## src/rv_core_consts.svh

```systemverilog
`ifndef RV_CORE_CONSTS_SVH
`define RV_CORE_CONSTS_SVH

// Datapath and register file sizes
`define RV_XLEN        32
`define RV_REG_COUNT   32
`define RV_REG_ADDR_W  5

// Program counter out of reset
`define RV_PC_INIT     32'h0000_0200

// HTRANS codes in use, no bursts so SEQ and BUSY never appear
`define RV_HTRANS_IDLE   2'b00
`define RV_HTRANS_NONSEQ 2'b10

`endif

```

## src/rv_core_pkg.sv

```systemverilog
`include "rv_core_consts.svh"

package rv_core_pkg;

  typedef logic [`RV_XLEN-1:0]       word_t;
  typedef logic [`RV_REG_ADDR_W-1:0] reg_addr_t;

  // Major opcodes of the supported subset
  typedef enum logic [6:0] {
    OPC_OP     = 7'b0110011,
    OPC_OP_IMM = 7'b0010011,
    OPC_LUI    = 7'b0110111,
    OPC_LOAD   = 7'b0000011,
    OPC_STORE  = 7'b0100011,
    OPC_BRANCH = 7'b1100011,
    OPC_JAL    = 7'b1101111,
    OPC_SYSTEM = 7'b1110011
  } opcode_e;

  typedef enum logic [2:0] {
    ALU_ADD,
    ALU_SUB,
    ALU_AND,
    ALU_OR,
    ALU_XOR,
    ALU_SLT,
    ALU_PASS_B
  } alu_op_e;

  // One instruction at a time
  typedef enum logic [2:0] {
    S_FETCH,
    S_DECODE,
    S_EXECUTE,
    S_MEM,
    S_WRITEBACK,
    S_HALT
  } seq_state_e;

  typedef enum logic [1:0] {
    B_IDLE,
    B_ADDR,
    B_DATA
  } ahb_state_e;

endpackage

```

## src/rv_ahb_master.sv

```systemverilog
`timescale 1ns/100ps
`include "rv_core_consts.svh"

module rv_ahb_master import rv_core_pkg::*; (
  input  logic       HCLK,
  input  logic       reset_i,
  input  logic       start_i,
  input  word_t      addr_i,
  input  logic       write_i,
  input  word_t      wdata_i,
  output logic       done_o,
  output word_t      rdata_o,
  output logic       err_o,
  output word_t      haddr_o,
  output logic [1:0] htrans_o,
  output logic       hwrite_o,
  output word_t      hwdata_o,
  input  word_t      hrdata_i,
  input  logic       hready_i,
  input  logic       hresp_i
);

  ahb_state_e state_q;
  word_t      addr_q;
  word_t      wdata_q;
  word_t      rdata_q;
  logic       write_q;
  logic       launch;

  // Address phase opens in the same cycle as the start strobe
  assign launch = (state_q == B_IDLE) && start_i;

  always_ff @(posedge HCLK) begin
    if (reset_i) begin
      state_q <= B_IDLE;
    end else begin
      case (state_q)
        B_IDLE:  if (start_i) state_q <= hready_i ? B_DATA : B_ADDR;
        B_ADDR:  if (hready_i) state_q <= B_DATA;
        B_DATA:  if (hready_i) state_q <= B_IDLE;
        default: state_q <= B_IDLE;
      endcase
    end
  end

  always_ff @(posedge HCLK) begin
    if (launch) begin
      addr_q  <= addr_i;
      write_q <= write_i;
      wdata_q <= wdata_i;
    end
    if (done_o) begin
      rdata_q <= hrdata_i;
    end
  end

  //////////////////////////////////////////////////
  // Bus side
  //////////////////////////////////////////////////
  // Latched copies hold address and control stable through wait states
  assign htrans_o = (launch || state_q == B_ADDR) ? `RV_HTRANS_NONSEQ : `RV_HTRANS_IDLE;
  assign haddr_o  = launch ? addr_i : addr_q;
  assign hwrite_o = launch ? write_i : write_q;
  assign hwdata_o = wdata_q;

  // Completion in the last data phase cycle
  assign done_o  = (state_q == B_DATA) && hready_i;
  assign err_o   = done_o && hresp_i;
  assign rdata_o = rdata_q;

endmodule

```

## src/rv_core_ahb.sv

```systemverilog
`timescale 1ns/100ps

module rv_core_ahb import rv_core_pkg::*; (
  input  logic       HCLK,
  input  logic       reset_i,
  output word_t      ins_haddr_o,
  output logic [1:0] ins_htrans_o,
  input  word_t      ins_hrdata_i,
  input  logic       ins_hready_i,
  input  logic       ins_hresp_i,
  output word_t      dat_haddr_o,
  output logic [1:0] dat_htrans_o,
  output logic       dat_hwrite_o,
  output word_t      dat_hwdata_o,
  input  word_t      dat_hrdata_i,
  input  logic       dat_hready_i,
  input  logic       dat_hresp_i,
  output logic       halted_o
);

  // Sequencer handshakes
  logic      ifetch_start;
  logic      ifetch_done;
  logic      ifetch_err;
  logic      mem_start;
  logic      mem_done;
  logic      mem_err;
  logic      decode_en;
  logic      exec_en;
  logic      wb_en;
  word_t     pc;
  word_t     next_pc;

  // Datapath
  word_t     instr;
  reg_addr_t rs1_addr;
  reg_addr_t rs2_addr;
  reg_addr_t rd_addr;
  word_t     rs1_data;
  word_t     rs2_data;
  word_t     op_a;
  word_t     op_b;
  word_t     store_data;
  word_t     imm;
  alu_op_e   alu_op;
  opcode_e   opcode;
  logic      branch_ne;
  logic      reg_write;
  logic      is_mem;
  logic      is_illegal;
  logic      is_halt;
  word_t     alu_result;
  word_t     link;
  word_t     load_data;

  //////////////////////////////////////////////////
  // Core
  //////////////////////////////////////////////////
  rv_sequencer sequencer (
    .HCLK (HCLK), .reset_i (reset_i),
    .ifetch_done_i (ifetch_done), .ifetch_err_i (ifetch_err),
    .mem_done_i (mem_done), .mem_err_i (mem_err),
    .is_mem_i (is_mem), .is_illegal_i (is_illegal), .is_halt_i (is_halt),
    .next_pc_i (next_pc), .ifetch_start_o (ifetch_start), .mem_start_o (mem_start),
    .pc_o (pc), .decode_en_o (decode_en), .exec_en_o (exec_en), .wb_en_o (wb_en),
    .halted_o (halted_o)
  );

  rv_decode decode (
    .HCLK (HCLK), .reset_i (reset_i), .decode_en_i (decode_en),
    .instr_i (instr), .rs1_data_i (rs1_data), .rs2_data_i (rs2_data),
    .rs1_addr_o (rs1_addr), .rs2_addr_o (rs2_addr), .rd_addr_o (rd_addr),
    .op_a_o (op_a), .op_b_o (op_b), .store_data_o (store_data), .imm_o (imm),
    .alu_op_o (alu_op), .opcode_o (opcode), .branch_ne_o (branch_ne),
    .reg_write_o (reg_write), .is_mem_o (is_mem),
    .is_illegal_o (is_illegal), .is_halt_o (is_halt)
  );

  rv_execute execute (
    .HCLK (HCLK), .reset_i (reset_i), .exec_en_i (exec_en), .pc_i (pc),
    .op_a_i (op_a), .op_b_i (op_b), .imm_i (imm), .alu_op_i (alu_op),
    .opcode_i (opcode), .branch_ne_i (branch_ne),
    .alu_result_o (alu_result), .next_pc_o (next_pc), .link_o (link)
  );

  rv_result result (
    .HCLK (HCLK), .reset_i (reset_i), .wb_en_i (wb_en),
    .rs1_addr_i (rs1_addr), .rs2_addr_i (rs2_addr), .rd_addr_i (rd_addr),
    .reg_write_i (reg_write), .opcode_i (opcode), .alu_result_i (alu_result),
    .load_data_i (load_data), .link_i (link),
    .rs1_data_o (rs1_data), .rs2_data_o (rs2_data)
  );

  //////////////////////////////////////////////////
  // Bus masters
  //////////////////////////////////////////////////
  // Instruction side only reads
  rv_ahb_master ins_master (
    .HCLK (HCLK), .reset_i (reset_i),
    .start_i (ifetch_start), .addr_i (pc), .write_i (1'b0), .wdata_i ('0),
    .done_o (ifetch_done), .rdata_o (instr), .err_o (ifetch_err),
    .haddr_o (ins_haddr_o), .htrans_o (ins_htrans_o), .hwrite_o (), .hwdata_o (),
    .hrdata_i (ins_hrdata_i), .hready_i (ins_hready_i), .hresp_i (ins_hresp_i)
  );

  rv_ahb_master dat_master (
    .HCLK (HCLK), .reset_i (reset_i),
    .start_i (mem_start), .addr_i (alu_result), .write_i (opcode == OPC_STORE),
    .wdata_i (store_data), .done_o (mem_done), .rdata_o (load_data), .err_o (mem_err),
    .haddr_o (dat_haddr_o), .htrans_o (dat_htrans_o),
    .hwrite_o (dat_hwrite_o), .hwdata_o (dat_hwdata_o),
    .hrdata_i (dat_hrdata_i), .hready_i (dat_hready_i), .hresp_i (dat_hresp_i)
  );

endmodule

```

## src/rv_decode.sv

```systemverilog
`timescale 1ns/100ps

module rv_decode import rv_core_pkg::*; (
  input  logic      HCLK,
  input  logic      reset_i,
  input  logic      decode_en_i,
  input  word_t     instr_i,
  input  word_t     rs1_data_i,
  input  word_t     rs2_data_i,
  output reg_addr_t rs1_addr_o,
  output reg_addr_t rs2_addr_o,
  output reg_addr_t rd_addr_o,
  output word_t     op_a_o,
  output word_t     op_b_o,
  output word_t     store_data_o,
  output word_t     imm_o,
  output alu_op_e   alu_op_o,
  output opcode_e   opcode_o,
  output logic      branch_ne_o,
  output logic      reg_write_o,
  output logic      is_mem_o,
  output logic      is_illegal_o,
  output logic      is_halt_o
);

  opcode_e    opcode;
  logic [2:0] funct3;
  word_t      imm;
  alu_op_e    alu_op;
  logic       use_imm;
  logic       reg_write;
  logic       illegal;

  assign opcode = opcode_e'(instr_i[6:0]);
  assign funct3 = instr_i[14:12];

  // Register file is read straight from the fetched word during decode
  assign rs1_addr_o = instr_i[19:15];
  assign rs2_addr_o = instr_i[24:20];

  always_comb begin
    imm       = {{20{instr_i[31]}}, instr_i[31:20]};
    alu_op    = ALU_ADD;
    use_imm   = 1'b1;
    reg_write = 1'b1;
    illegal   = 1'b0;
    case (opcode)
      OPC_OP, OPC_OP_IMM: begin
        use_imm = (opcode == OPC_OP_IMM);
        case (funct3)
          3'b000: alu_op = (!use_imm && instr_i[30]) ? ALU_SUB : ALU_ADD;
          3'b100: alu_op = ALU_XOR;
          3'b110: alu_op = ALU_OR;
          3'b111: alu_op = ALU_AND;
          // SLT only in register form
          3'b010: begin
            alu_op  = ALU_SLT;
            illegal = use_imm;
          end
          default: illegal = 1'b1;
        endcase
      end
      OPC_LUI: begin
        imm    = {instr_i[31:12], 12'b0};
        alu_op = ALU_PASS_B;
      end
      OPC_LOAD: illegal = (funct3 != 3'b010);
      OPC_STORE: begin
        imm       = {{20{instr_i[31]}}, instr_i[31:25], instr_i[11:7]};
        reg_write = 1'b0;
        illegal   = (funct3 != 3'b010);
      end
      OPC_BRANCH: begin
        imm       = {{19{instr_i[31]}}, instr_i[31], instr_i[7],
                     instr_i[30:25], instr_i[11:8], 1'b0};
        use_imm   = 1'b0;
        reg_write = 1'b0;
        illegal   = (funct3[2:1] != 2'b00);
      end
      OPC_JAL: begin
        imm = {{11{instr_i[31]}}, instr_i[31], instr_i[19:12],
               instr_i[20], instr_i[30:21], 1'b0};
      end
      // Only EBREAK is accepted
      OPC_SYSTEM: begin
        reg_write = 1'b0;
        illegal   = (instr_i[31:7] != 25'h0002000);
      end
      default: begin
        reg_write = 1'b0;
        illegal   = 1'b1;
      end
    endcase
  end

  always_ff @(posedge HCLK) begin
    if (reset_i) begin
      reg_write_o  <= 1'b0;
      is_mem_o     <= 1'b0;
      is_illegal_o <= 1'b0;
      is_halt_o    <= 1'b0;
    end else if (decode_en_i) begin
      reg_write_o  <= reg_write;
      is_mem_o     <= (opcode == OPC_LOAD) || (opcode == OPC_STORE);
      is_illegal_o <= illegal;
      is_halt_o    <= (opcode == OPC_SYSTEM) && !illegal;
    end
  end

  // Operands and fields for execute and writeback
  always_ff @(posedge HCLK) begin
    if (decode_en_i) begin
      rd_addr_o    <= instr_i[11:7];
      op_a_o       <= rs1_data_i;
      op_b_o       <= use_imm ? imm : rs2_data_i;
      store_data_o <= rs2_data_i;
      imm_o        <= imm;
      alu_op_o     <= alu_op;
      opcode_o     <= opcode;
      branch_ne_o  <= funct3[0];
    end
  end

endmodule

```

## src/rv_execute.sv

```systemverilog
`timescale 1ns/100ps
`include "rv_core_consts.svh"

module rv_execute import rv_core_pkg::*; (
  input  logic    HCLK,
  input  logic    reset_i,
  input  logic    exec_en_i,
  input  word_t   pc_i,
  input  word_t   op_a_i,
  input  word_t   op_b_i,
  input  word_t   imm_i,
  input  alu_op_e alu_op_i,
  input  opcode_e opcode_i,
  input  logic    branch_ne_i,
  output word_t   alu_result_o,
  output word_t   next_pc_o,
  output word_t   link_o
);

  word_t alu_out;
  logic  taken;

  always_comb begin
    case (alu_op_i)
      ALU_ADD:    alu_out = op_a_i + op_b_i;
      ALU_SUB:    alu_out = op_a_i - op_b_i;
      ALU_AND:    alu_out = op_a_i & op_b_i;
      ALU_OR:     alu_out = op_a_i | op_b_i;
      ALU_XOR:    alu_out = op_a_i ^ op_b_i;
      ALU_SLT:    alu_out = word_t'($signed(op_a_i) < $signed(op_b_i));
      ALU_PASS_B: alu_out = op_b_i;
      default:    alu_out = op_a_i + op_b_i;
    endcase
  end

  // BEQ or BNE picked by funct3 bit 0, JAL always jumps
  assign taken = (opcode_i == OPC_JAL) ||
                 ((opcode_i == OPC_BRANCH) && ((op_a_i == op_b_i) != branch_ne_i));

  always_ff @(posedge HCLK) begin
    if (reset_i) begin
      next_pc_o <= `RV_PC_INIT;
    end else if (exec_en_i) begin
      next_pc_o <= taken ? pc_i + imm_i : pc_i + 32'd4;
    end
  end

  // ALU result doubles as the LW/SW address
  always_ff @(posedge HCLK) begin
    if (exec_en_i) begin
      alu_result_o <= alu_out;
      link_o       <= pc_i + 32'd4;
    end
  end

endmodule

```

## src/rv_result.sv

```systemverilog
`timescale 1ns/100ps
`include "rv_core_consts.svh"

module rv_result import rv_core_pkg::*; (
  input  logic      HCLK,
  input  logic      reset_i,
  input  logic      wb_en_i,
  input  reg_addr_t rs1_addr_i,
  input  reg_addr_t rs2_addr_i,
  input  reg_addr_t rd_addr_i,
  input  logic      reg_write_i,
  input  opcode_e   opcode_i,
  input  word_t     alu_result_i,
  input  word_t     load_data_i,
  input  word_t     link_i,
  output word_t     rs1_data_o,
  output word_t     rs2_data_o
);

  // x0 has no storage
  word_t regs [1:`RV_REG_COUNT-1];
  word_t wb_data;

  always_comb begin
    case (opcode_i)
      OPC_LOAD: wb_data = load_data_i;
      OPC_JAL:  wb_data = link_i;
      default:  wb_data = alu_result_i;
    endcase
  end

  // Registers start at zero
  always_ff @(posedge HCLK) begin
    if (reset_i) begin
      for (int i = 1; i < `RV_REG_COUNT; i++) begin
        regs[i] <= '0;
      end
    end else if (wb_en_i && reg_write_i && (rd_addr_i != '0)) begin
      regs[rd_addr_i] <= wb_data;
    end
  end

  assign rs1_data_o = (rs1_addr_i == '0) ? '0 : regs[rs1_addr_i];
  assign rs2_data_o = (rs2_addr_i == '0) ? '0 : regs[rs2_addr_i];

endmodule

```

## src/rv_sequencer.sv

```systemverilog
`timescale 1ns/100ps
`include "rv_core_consts.svh"

module rv_sequencer import rv_core_pkg::*; (
  input  logic  HCLK,
  input  logic  reset_i,
  input  logic  ifetch_done_i,
  input  logic  ifetch_err_i,
  input  logic  mem_done_i,
  input  logic  mem_err_i,
  input  logic  is_mem_i,
  input  logic  is_illegal_i,
  input  logic  is_halt_i,
  input  word_t next_pc_i,
  output logic  ifetch_start_o,
  output logic  mem_start_o,
  output word_t pc_o,
  output logic  decode_en_o,
  output logic  exec_en_o,
  output logic  wb_en_o,
  output logic  halted_o
);

  seq_state_e state_q;
  seq_state_e state_d;
  word_t      pc_q;
  logic       run_q;
  logic       busy_q;
  logic       bus_go;

  //////////////////////////////////////////////////
  // Next state
  //////////////////////////////////////////////////
  always_comb begin
    state_d = state_q;
    case (state_q)
      S_FETCH: begin
        if (ifetch_done_i) begin
          state_d = ifetch_err_i ? S_HALT : S_DECODE;
        end
      end
      S_DECODE: state_d = S_EXECUTE;
      // Decoded flags are valid from here on
      S_EXECUTE: begin
        if (is_illegal_i || is_halt_i) begin
          state_d = S_HALT;
        end else begin
          state_d = is_mem_i ? S_MEM : S_WRITEBACK;
        end
      end
      S_MEM: begin
        if (mem_done_i) begin
          state_d = mem_err_i ? S_HALT : S_WRITEBACK;
        end
      end
      S_WRITEBACK: state_d = S_FETCH;
      default: state_d = S_HALT;
    endcase
  end

  // run_q keeps both buses idle while reset is applied
  always_ff @(posedge HCLK) begin
    if (reset_i) begin
      state_q <= S_FETCH;
      pc_q    <= `RV_PC_INIT;
      run_q   <= 1'b0;
      busy_q  <= 1'b0;
    end else begin
      state_q <= state_d;
      run_q   <= 1'b1;
      if (wb_en_o) begin
        pc_q <= next_pc_i;
      end
      if (ifetch_start_o || mem_start_o) begin
        busy_q <= 1'b1;
      end else if (ifetch_done_i || mem_done_i) begin
        busy_q <= 1'b0;
      end
    end
  end

  // One start per bus request, the next only after done
  assign bus_go         = run_q && !busy_q;
  assign ifetch_start_o = (state_q == S_FETCH) && bus_go;
  assign mem_start_o    = (state_q == S_MEM) && bus_go;

  assign decode_en_o = (state_q == S_DECODE);
  assign exec_en_o   = (state_q == S_EXECUTE);
  assign wb_en_o     = (state_q == S_WRITEBACK);
  assign halted_o    = (state_q == S_HALT);
  assign pc_o        = pc_q;

endmodule

```

## config.mk

```make
export PLATFORM = sky130hd
export DESIGN_NAME = rv_core_ahb
export DESIGN_NICKNAME = d
export VERILOG_FILES = /design/src/rv_core_pkg.sv /design/src/rv_ahb_master.sv /design/src/rv_core_ahb.sv /design/src/rv_decode.sv /design/src/rv_execute.sv /design/src/rv_result.sv /design/src/rv_sequencer.sv
export VERILOG_INCLUDE_DIRS = /design/src /design/src/src
export SDC_FILE = /design/constraint.sdc
export NUM_CORES = 2
export LEC_CHECK = 0
export CAP_MARGIN = 20
export CORE_ASPECT_RATIO = 0.5
export CORE_UTILIZATION = 45
export CTS_CLUSTER_SIZE = 25
export DETAILED_ROUTE_END_ITERATION = 16
export DONT_BUFFER_PORTS = 1
export HOLD_SLACK_MARGIN = 0.03
export PLACE_DENSITY = 0.56
export SETUP_SLACK_MARGIN = 0.4
export SLEW_MARGIN = 20
export SYNTH_ARGS = -nofsm -noshare
export SYNTH_HDL_FRONTEND = slang
export SYNTH_SLANG_ARGS = --single-unit
```

## constraint.sdc

```tcl
create_clock -name HCLK -period 15.62 [get_ports HCLK]
set_input_delay 2.343 -clock HCLK [delete_from_list [all_inputs] [get_ports HCLK]]
set_output_delay 2.343 -clock HCLK [all_outputs]
set_load 0.01 [all_outputs]
```

Word level (Yosys, flattened, before mapping) --
Memories as Yosys holds them, arrays and structs flattened. A register that Yosys moved wholly into a read port is not among the register bits. Index checks and enable logic that the tools add are counted.
Storage, ports and cells: RAM bits 992, flip-flop bits (word level) 414, word-level logic and storage cells 167, memories kept 1, output and inout port bits 102
Memory list:
- result.regs | depth 31, width 32, read ports 2, clocked after Yosys merged registers in 2, write ports 31, RTL line rv_result.sv:21 | word_t regs [1:`RV_REG_COUNT-1];
Operators by class: reductions and logical operators 42, bitwise operators 3, add/sub/neg operators 4, multiplexer cells 47, equality and inequality tests 43, order comparisons 1
Operators with widths (count):
- $mux W32 | 6
- $pmux W32 S6 | 1
- $pmux W31 S4 | 1
- $add A32 B32 Y32 | 2
- $pmux W32 S2 | 1
- $eq A7 B7 Y1 const B | 5
- $add A32 B3 Y32 const B | 1
- $and A32 B32 Y32 | 1
- $eq A32 B32 Y1 | 1
- $lt A32 B32 Y1 | 1
- $or A32 B32 Y32 | 1
- $reduce_or A32 Y1 | 1
- $sub A32 B32 Y32 | 1
- $xor A32 B32 Y32 | 1
- $pmux W3 S5 | 2
- $eq A7 B6 Y1 const B | 4
- $ne A25 B14 Y1 const B | 1
- $eq A3 B3 Y1 const B | 8
- $mux W2 | 10
- $eq A3 B2 Y1 const B | 5
- $mux W3 | 5
- $eq A7 B2 Y1 const B | 2
- $logic_and A1 B1 Y1 | 14
- $mux W1 | 13
- 25 further kinds | 52

Longest topological paths before layout --
word-level depth 8, depth in mapped cells 13

Cells and area by module --
A second synthesis with hierarchy kept.
Unflattened totals: cell total of the unflattened synthesis 5973, area total of the unflattened synthesis 77789.6 µm²
By module, submodules not included:
- rv_result | area each 53234.8 µm², instances 1, seq. area each 30749.5 µm², cells an instance 3728
- rv_execute | area each 11209.5 µm², instances 1, seq. area each 2562.5 µm², cells an instance 1447
- rv_ahb_master | area each 3109.2 µm², instances 2, seq. area each 2622.5 µm², cells an instance 147
- rv_decode | area each 5636.7 µm², instances 1, seq. area each 4404.2 µm², cells an instance 322
- rv_sequencer | area each 1462.7 µm², instances 1, seq. area each 740.7 µm², cells an instance 178
- rv_core_ahb | area each 27.5 µm², instances 1, seq. area each 0.0 µm², cells an instance 4

Least setup slack after synthesis --
OpenSTA, ideal clock, no wires.
path type flip-flop to flip-flop, start point register sequencer.state_q[0], end point register decode.is_halt_o, data arrival time 13.121 ns, path slack 2.434 ns, setup time 0.065 ns, stages on the path, launching flop included 7, cells stage by stage dfxtp_1 -> clkbuf_1 -> nor3b_1 -> o2111ai_1 -> nor4_1 -> a21oi_1 -> nor2_1
Between the ends: word-level cells in the longest chain between the ends 1
Ends and longest elaborated chain:
- start, declared | RTL line rv_sequencer.sv:24 | seq_state_e state_q;
- start signal, assigned | RTL line rv_sequencer.sv:69 | state_q <= state_d;
- $eq A3 B1 Y1 | RTL line rv_sequencer.sv:87 | assign decode_en_o = (state_q == S_DECODE);
- end signal, assigned | RTL line rv_decode.sv:106 | is_halt_o <= (opcode == OPC_SYSTEM) && !illegal;
- end, declared | RTL line rv_decode.sv:23 | output logic is_halt_o
No other way between the ends. A chain may end at the register's enable or synchronous reset.

Final worst setup path --
start point register sequencer.state_q[2], end point output dat_haddr_o[3]
Between the ends: word-level cells in the longest chain between the ends 4
Ends and longest elaborated chain:
- $eq A3 B2 Y1 | RTL line rv_sequencer.sv:85 | assign mem_start_o = (state_q == S_MEM) && bus_go;
- $logic_and A1 B1 Y1 | RTL line rv_sequencer.sv:85
- $logic_and A1 B1 Y1 | RTL line rv_ahb_master.sv:31 | assign launch = (state_q == B_IDLE) && start_i;
- $mux W32 | RTL line rv_ahb_master.sv:62 | assign haddr_o = launch ? addr_i : addr_q;
- end, declared | RTL line rv_core_ahb.sv:11 | output word_t dat_haddr_o,
No other way between the ends.

==> impl_results.md <==
- Status: completed
- Final instance area: roughly 82000 µm²
- Clock buffer count from CTS: 148
- Largest family of logic cells by synthesized area: multiplexers
- Design internal power: approximately 7400 µW
- Global Route Usage Sum: 29.5%
- Multiplexer area fraction after synthesis: 21.0%
- Routed via count: approximately 50000
- Crit. End Element: primary output
- Period utilization: 38.2%
- Vias in the first global route: 47500
- Fin. Hold Viols: 0
- Avg Cell Area, Syn: ~13 µm²
- Post-layout util: 49.7%
- Crit Path Category: flop to primary output
- Syn Inst Count: 5613
- Clk buf depth: 4
- PostCTS Resize Cnt: 0
- Unique masters post-synth: 90
- Final setup fails: 0
- I/O pins: 172
- Synth Register Bits: around 1500
- Fin Setup TNS: 0 ns
- Slack of the worst reg-to-reg path: 10.13 ns
- Area growth syn-to-layout: 9.04%
- Post-route DRC violation count: 0
- Hold depth: 0
- Hold Crit Start: decode.store_data_o[16]
- Core area: between 150000 and 200000 µm²
- CTS tree: built
- Placer Congestion: just over 0.9
- Number of synthesized flops with an enable pin: 1328
- Worst Path Max Fanout: 42
- Drt pass-1 iters: 6
- Clk slew on worst S/H paths: roughly 0.06 ns
- Initial Utilization: 45.6%
- Max Clock Skew: 0.0747 ns
- Final hold slack: 0.415 ns
- NumNets Final: 5622
- Row cnt: 105
- Crit path required time: 13.28 ns
- Share of cells above drive strength 1: between 20 and 25%
- HP Class: flop to flop
- Max Cap Viol: 0
- Clock power share: 31.9%
- Async SR Flop Fraction: 0%
- Total gr overflow: 0
- Initial antenna violation count: 21
- Post-detail-place hpwl: 170000 µm
- Post-DP Area: 77700 µm²
- Post-Synth Adder-Cell Area: 2.21%
- Peak VDD IR: roughly 0.00011 V
- Cell Count, Final, Fillers Out: roughly 7700
- Cell area after synthesis: ~75000 µm²
- Setup Fix Bufs, Post-CTS: 0
- DRT antenna net count: 0
- Largest net degree at the start of global routing: ~150
- Worst R2R End: decode.op_b_o[5]
- IO Port Bufs: 0
- Clock Latency Late Sink: 0.82 ns
- Die Area: 169000 µm²
- RSZ-0062 raised after global routing: no
- Pins over their slew limit: 0
- First-pass GRT wire length: 355000 µm
- Final min period: slightly below 6 ns
- Worst-Margin Slew: roughly 1.1 ns
- Worst slew margin: 24.7%
- CP startpoint kind: flop
- Synth Area in Simple Gates: around 9.9%
- Seq/Total Area, Yosys: 56.8%
- Placed insts: roughly 7500
- Switching power: 3460 µW
- Final WL: 252000 µm
- Root Buffer: clkbuf_16
- # hold bufs at CTS: 0
- Sw Ratio: 32.0%
- Drt initial violations: 7480
- Synth Warn #: 0
- Pwr dens: 132 nW/µm²
- Xor/xnor share of the synthesized area: 0.872%
- FMAX: 0.168 GHz
- Chip Width: 581 µm
- Reg2Reg Depth: 8
- CTS H-tree lvls: 4
- Combinational Power Share: 22.8%
- Hold Path End: dat_master.hwdata_o[16]
- Routed vias/inst: approximately 6.5
- Static Leak: 0.0297 µW
- Clk sink count: 1475
- Sequential share of power: 45.3%
- Synth Area in Compound Gates: 5.98%
- # fillers: 14000
- Top FF cell, synth: edfxtp_1
- Drt wl/cell: 32.6 µm
- Data arrival, critical path: approximately 3.6 ns
- DIE HEIGHT: 291 µm
## synthesized netlist by cell type (11+ instances only)
cell type     n  area share [%]
a211oi_1     20            0.20
a21o_1       50            0.50
a21oi_1     221             1.5
a221oi_1     17            0.20
a22o_1       36            0.42
a22oi_1      11            0.11
a311oi_1     11            0.13
a31oi_1      18            0.15
and3_1       17            0.14
buf_1        64            0.32
clkbuf_1    397             2.0
dfxtp_1     147             3.9
edfxtp_1   1328              53
ha_1        128             2.1
inv_1       156            0.78
mux2_2       61            0.91
mux2i_1      72            0.96
mux4_2      640              19
nand2_1     390             1.9
nand2b_1     12            0.10
nand3_1      46            0.31
nand4_1      17            0.14
nor2_1     1220             6.1
nor2b_1      13            0.11
nor3_1       38            0.25
nor3b_1      11            0.11
nor4_1       17            0.14
o211ai_1     19            0.19
o21a_1       14            0.14
o21ai_0     123            0.82
o21bai_1     15            0.15
o22ai_1      31            0.26
o31ai_1      11            0.11
xnor2_1      54            0.63
xor2_1       21            0.24
## stage by stage
step | total power [µW] | worst slack [ns]
global route | 11200 | 9.41
floorplan | 6490 | 2.43
global placement | 7370 | 9.40
detailed placement | 7400 | 9.30
finish | 10800 | 9.65
CTS | 10800 | 9.54
## routing by layer
metal  vias to the layer above  routed length [µm]  track usage (%)
met2                      2810              111000             44.0
met5                         -                  27                0
met4                         4                4700             5.26
met1                     26000              105000             43.8
met3                       288               30900             7.91
li1                      20700                   -                -
## worst max-delay path by stage
| stage | startpoint | slack [ns] | end |
|---|---|---|---|
| finish | sequencer.state_q[2] | 9.65 | dat_haddr_o[3] |
| global route | sequencer.state_q[2] | 9.41 | dat_haddr_o[10] |
| CTS | sequencer.state_q[2] | 9.54 | dat_haddr_o[7] |
| global placement | reset_i | 9.40 | result.regs[7][7] |
| floorplan | sequencer.state_q[0] | 2.43 | decode.is_halt_o |
| detailed placement | reset_i | 9.30 | result.regs[7][5] |
## critical path, cell delays in order, from the launching register on
cell and delay (ns):
dfxtp_1 0.41, nor3b_1 0.45, nand3_1 0.17, or3_1 0.46, inv_2 0.44, buf_4 0.58, nand2_1 0.13, nand2_1 0.16
## final cells by class
class	instances	area (µm²)	area share (%)
sequential	1475	42800	52.1
multi-input combinational	3537	30700	37.3
clock buffer	190	4060	4.94
tap	2193	2740	3.34
timing repair buffer	99	835	1.02
inverter	160	603	0.734
clock inverter	68	413	0.503
antenna	2	5.00	0.00609
## cell families (layout without fill, tap and decap cells)
family / after synthesis / after routing
other cells: 1 / 36
buf+inv: 634 / 517
flops: 1475 / 1475
compound gates: 686 / 686
simple gates: 1837 / 1837
fa+ha+maj: 131 / 131
mux: 774 / 774
xor+xnor: 75 / 75
## flip-flops by register name, summed over array words and instances (netlist names), 32 cells and up, named ones only
signal                cells
ins_master.rdata_o       32
result.regs            1024
sequencer.pc_o           32
dat_master.hwdata_o      32
ins_master.addr_q        32
dat_master.addr_q        32
decode.op_a_o            32
decode.imm_o             32
execute.alu_result_o     32
execute.link_o           32
execute.next_pc_o        32
decode.store_data_o      32
dat_master.rdata_o       32
decode.op_b_o            32
## power by group through the flow
| stage | Combinational (µW) | Clock [µW] | Sequential (µW) |
|---|---|---|---|
| after CTS | 2420 | 3500 | 4900 |
| after global routing | 2610 | 3640 | 4930 |
| final | 2470 | 3450 | 4900 |
| after floorplan | 1620 | 0 | 4870 |
| after global placement | 2390 | 0 | 4970 |
| after detailed placement | 2420 | 0 | 4980 |
## layout by cell type (no fill, tap or decap), drive strengths merged, types with 23 or more instances in the layout
cell type and count:
nor3 40, o21ai 127, xnor2 54, nor2 1221, ha 128, clkinv 61
mux2i 72, a21o 50, edfxtp 1328, nand2 390, o22ai 31, nand3 46
inv 163, dfxtp 147, a211oi 23, conb 34, mux4 640, mux2 62
clkbuf 190, a21oi 221, a22o 36, buf 99
Note: power is estimated with default switching activity, not from simulation.
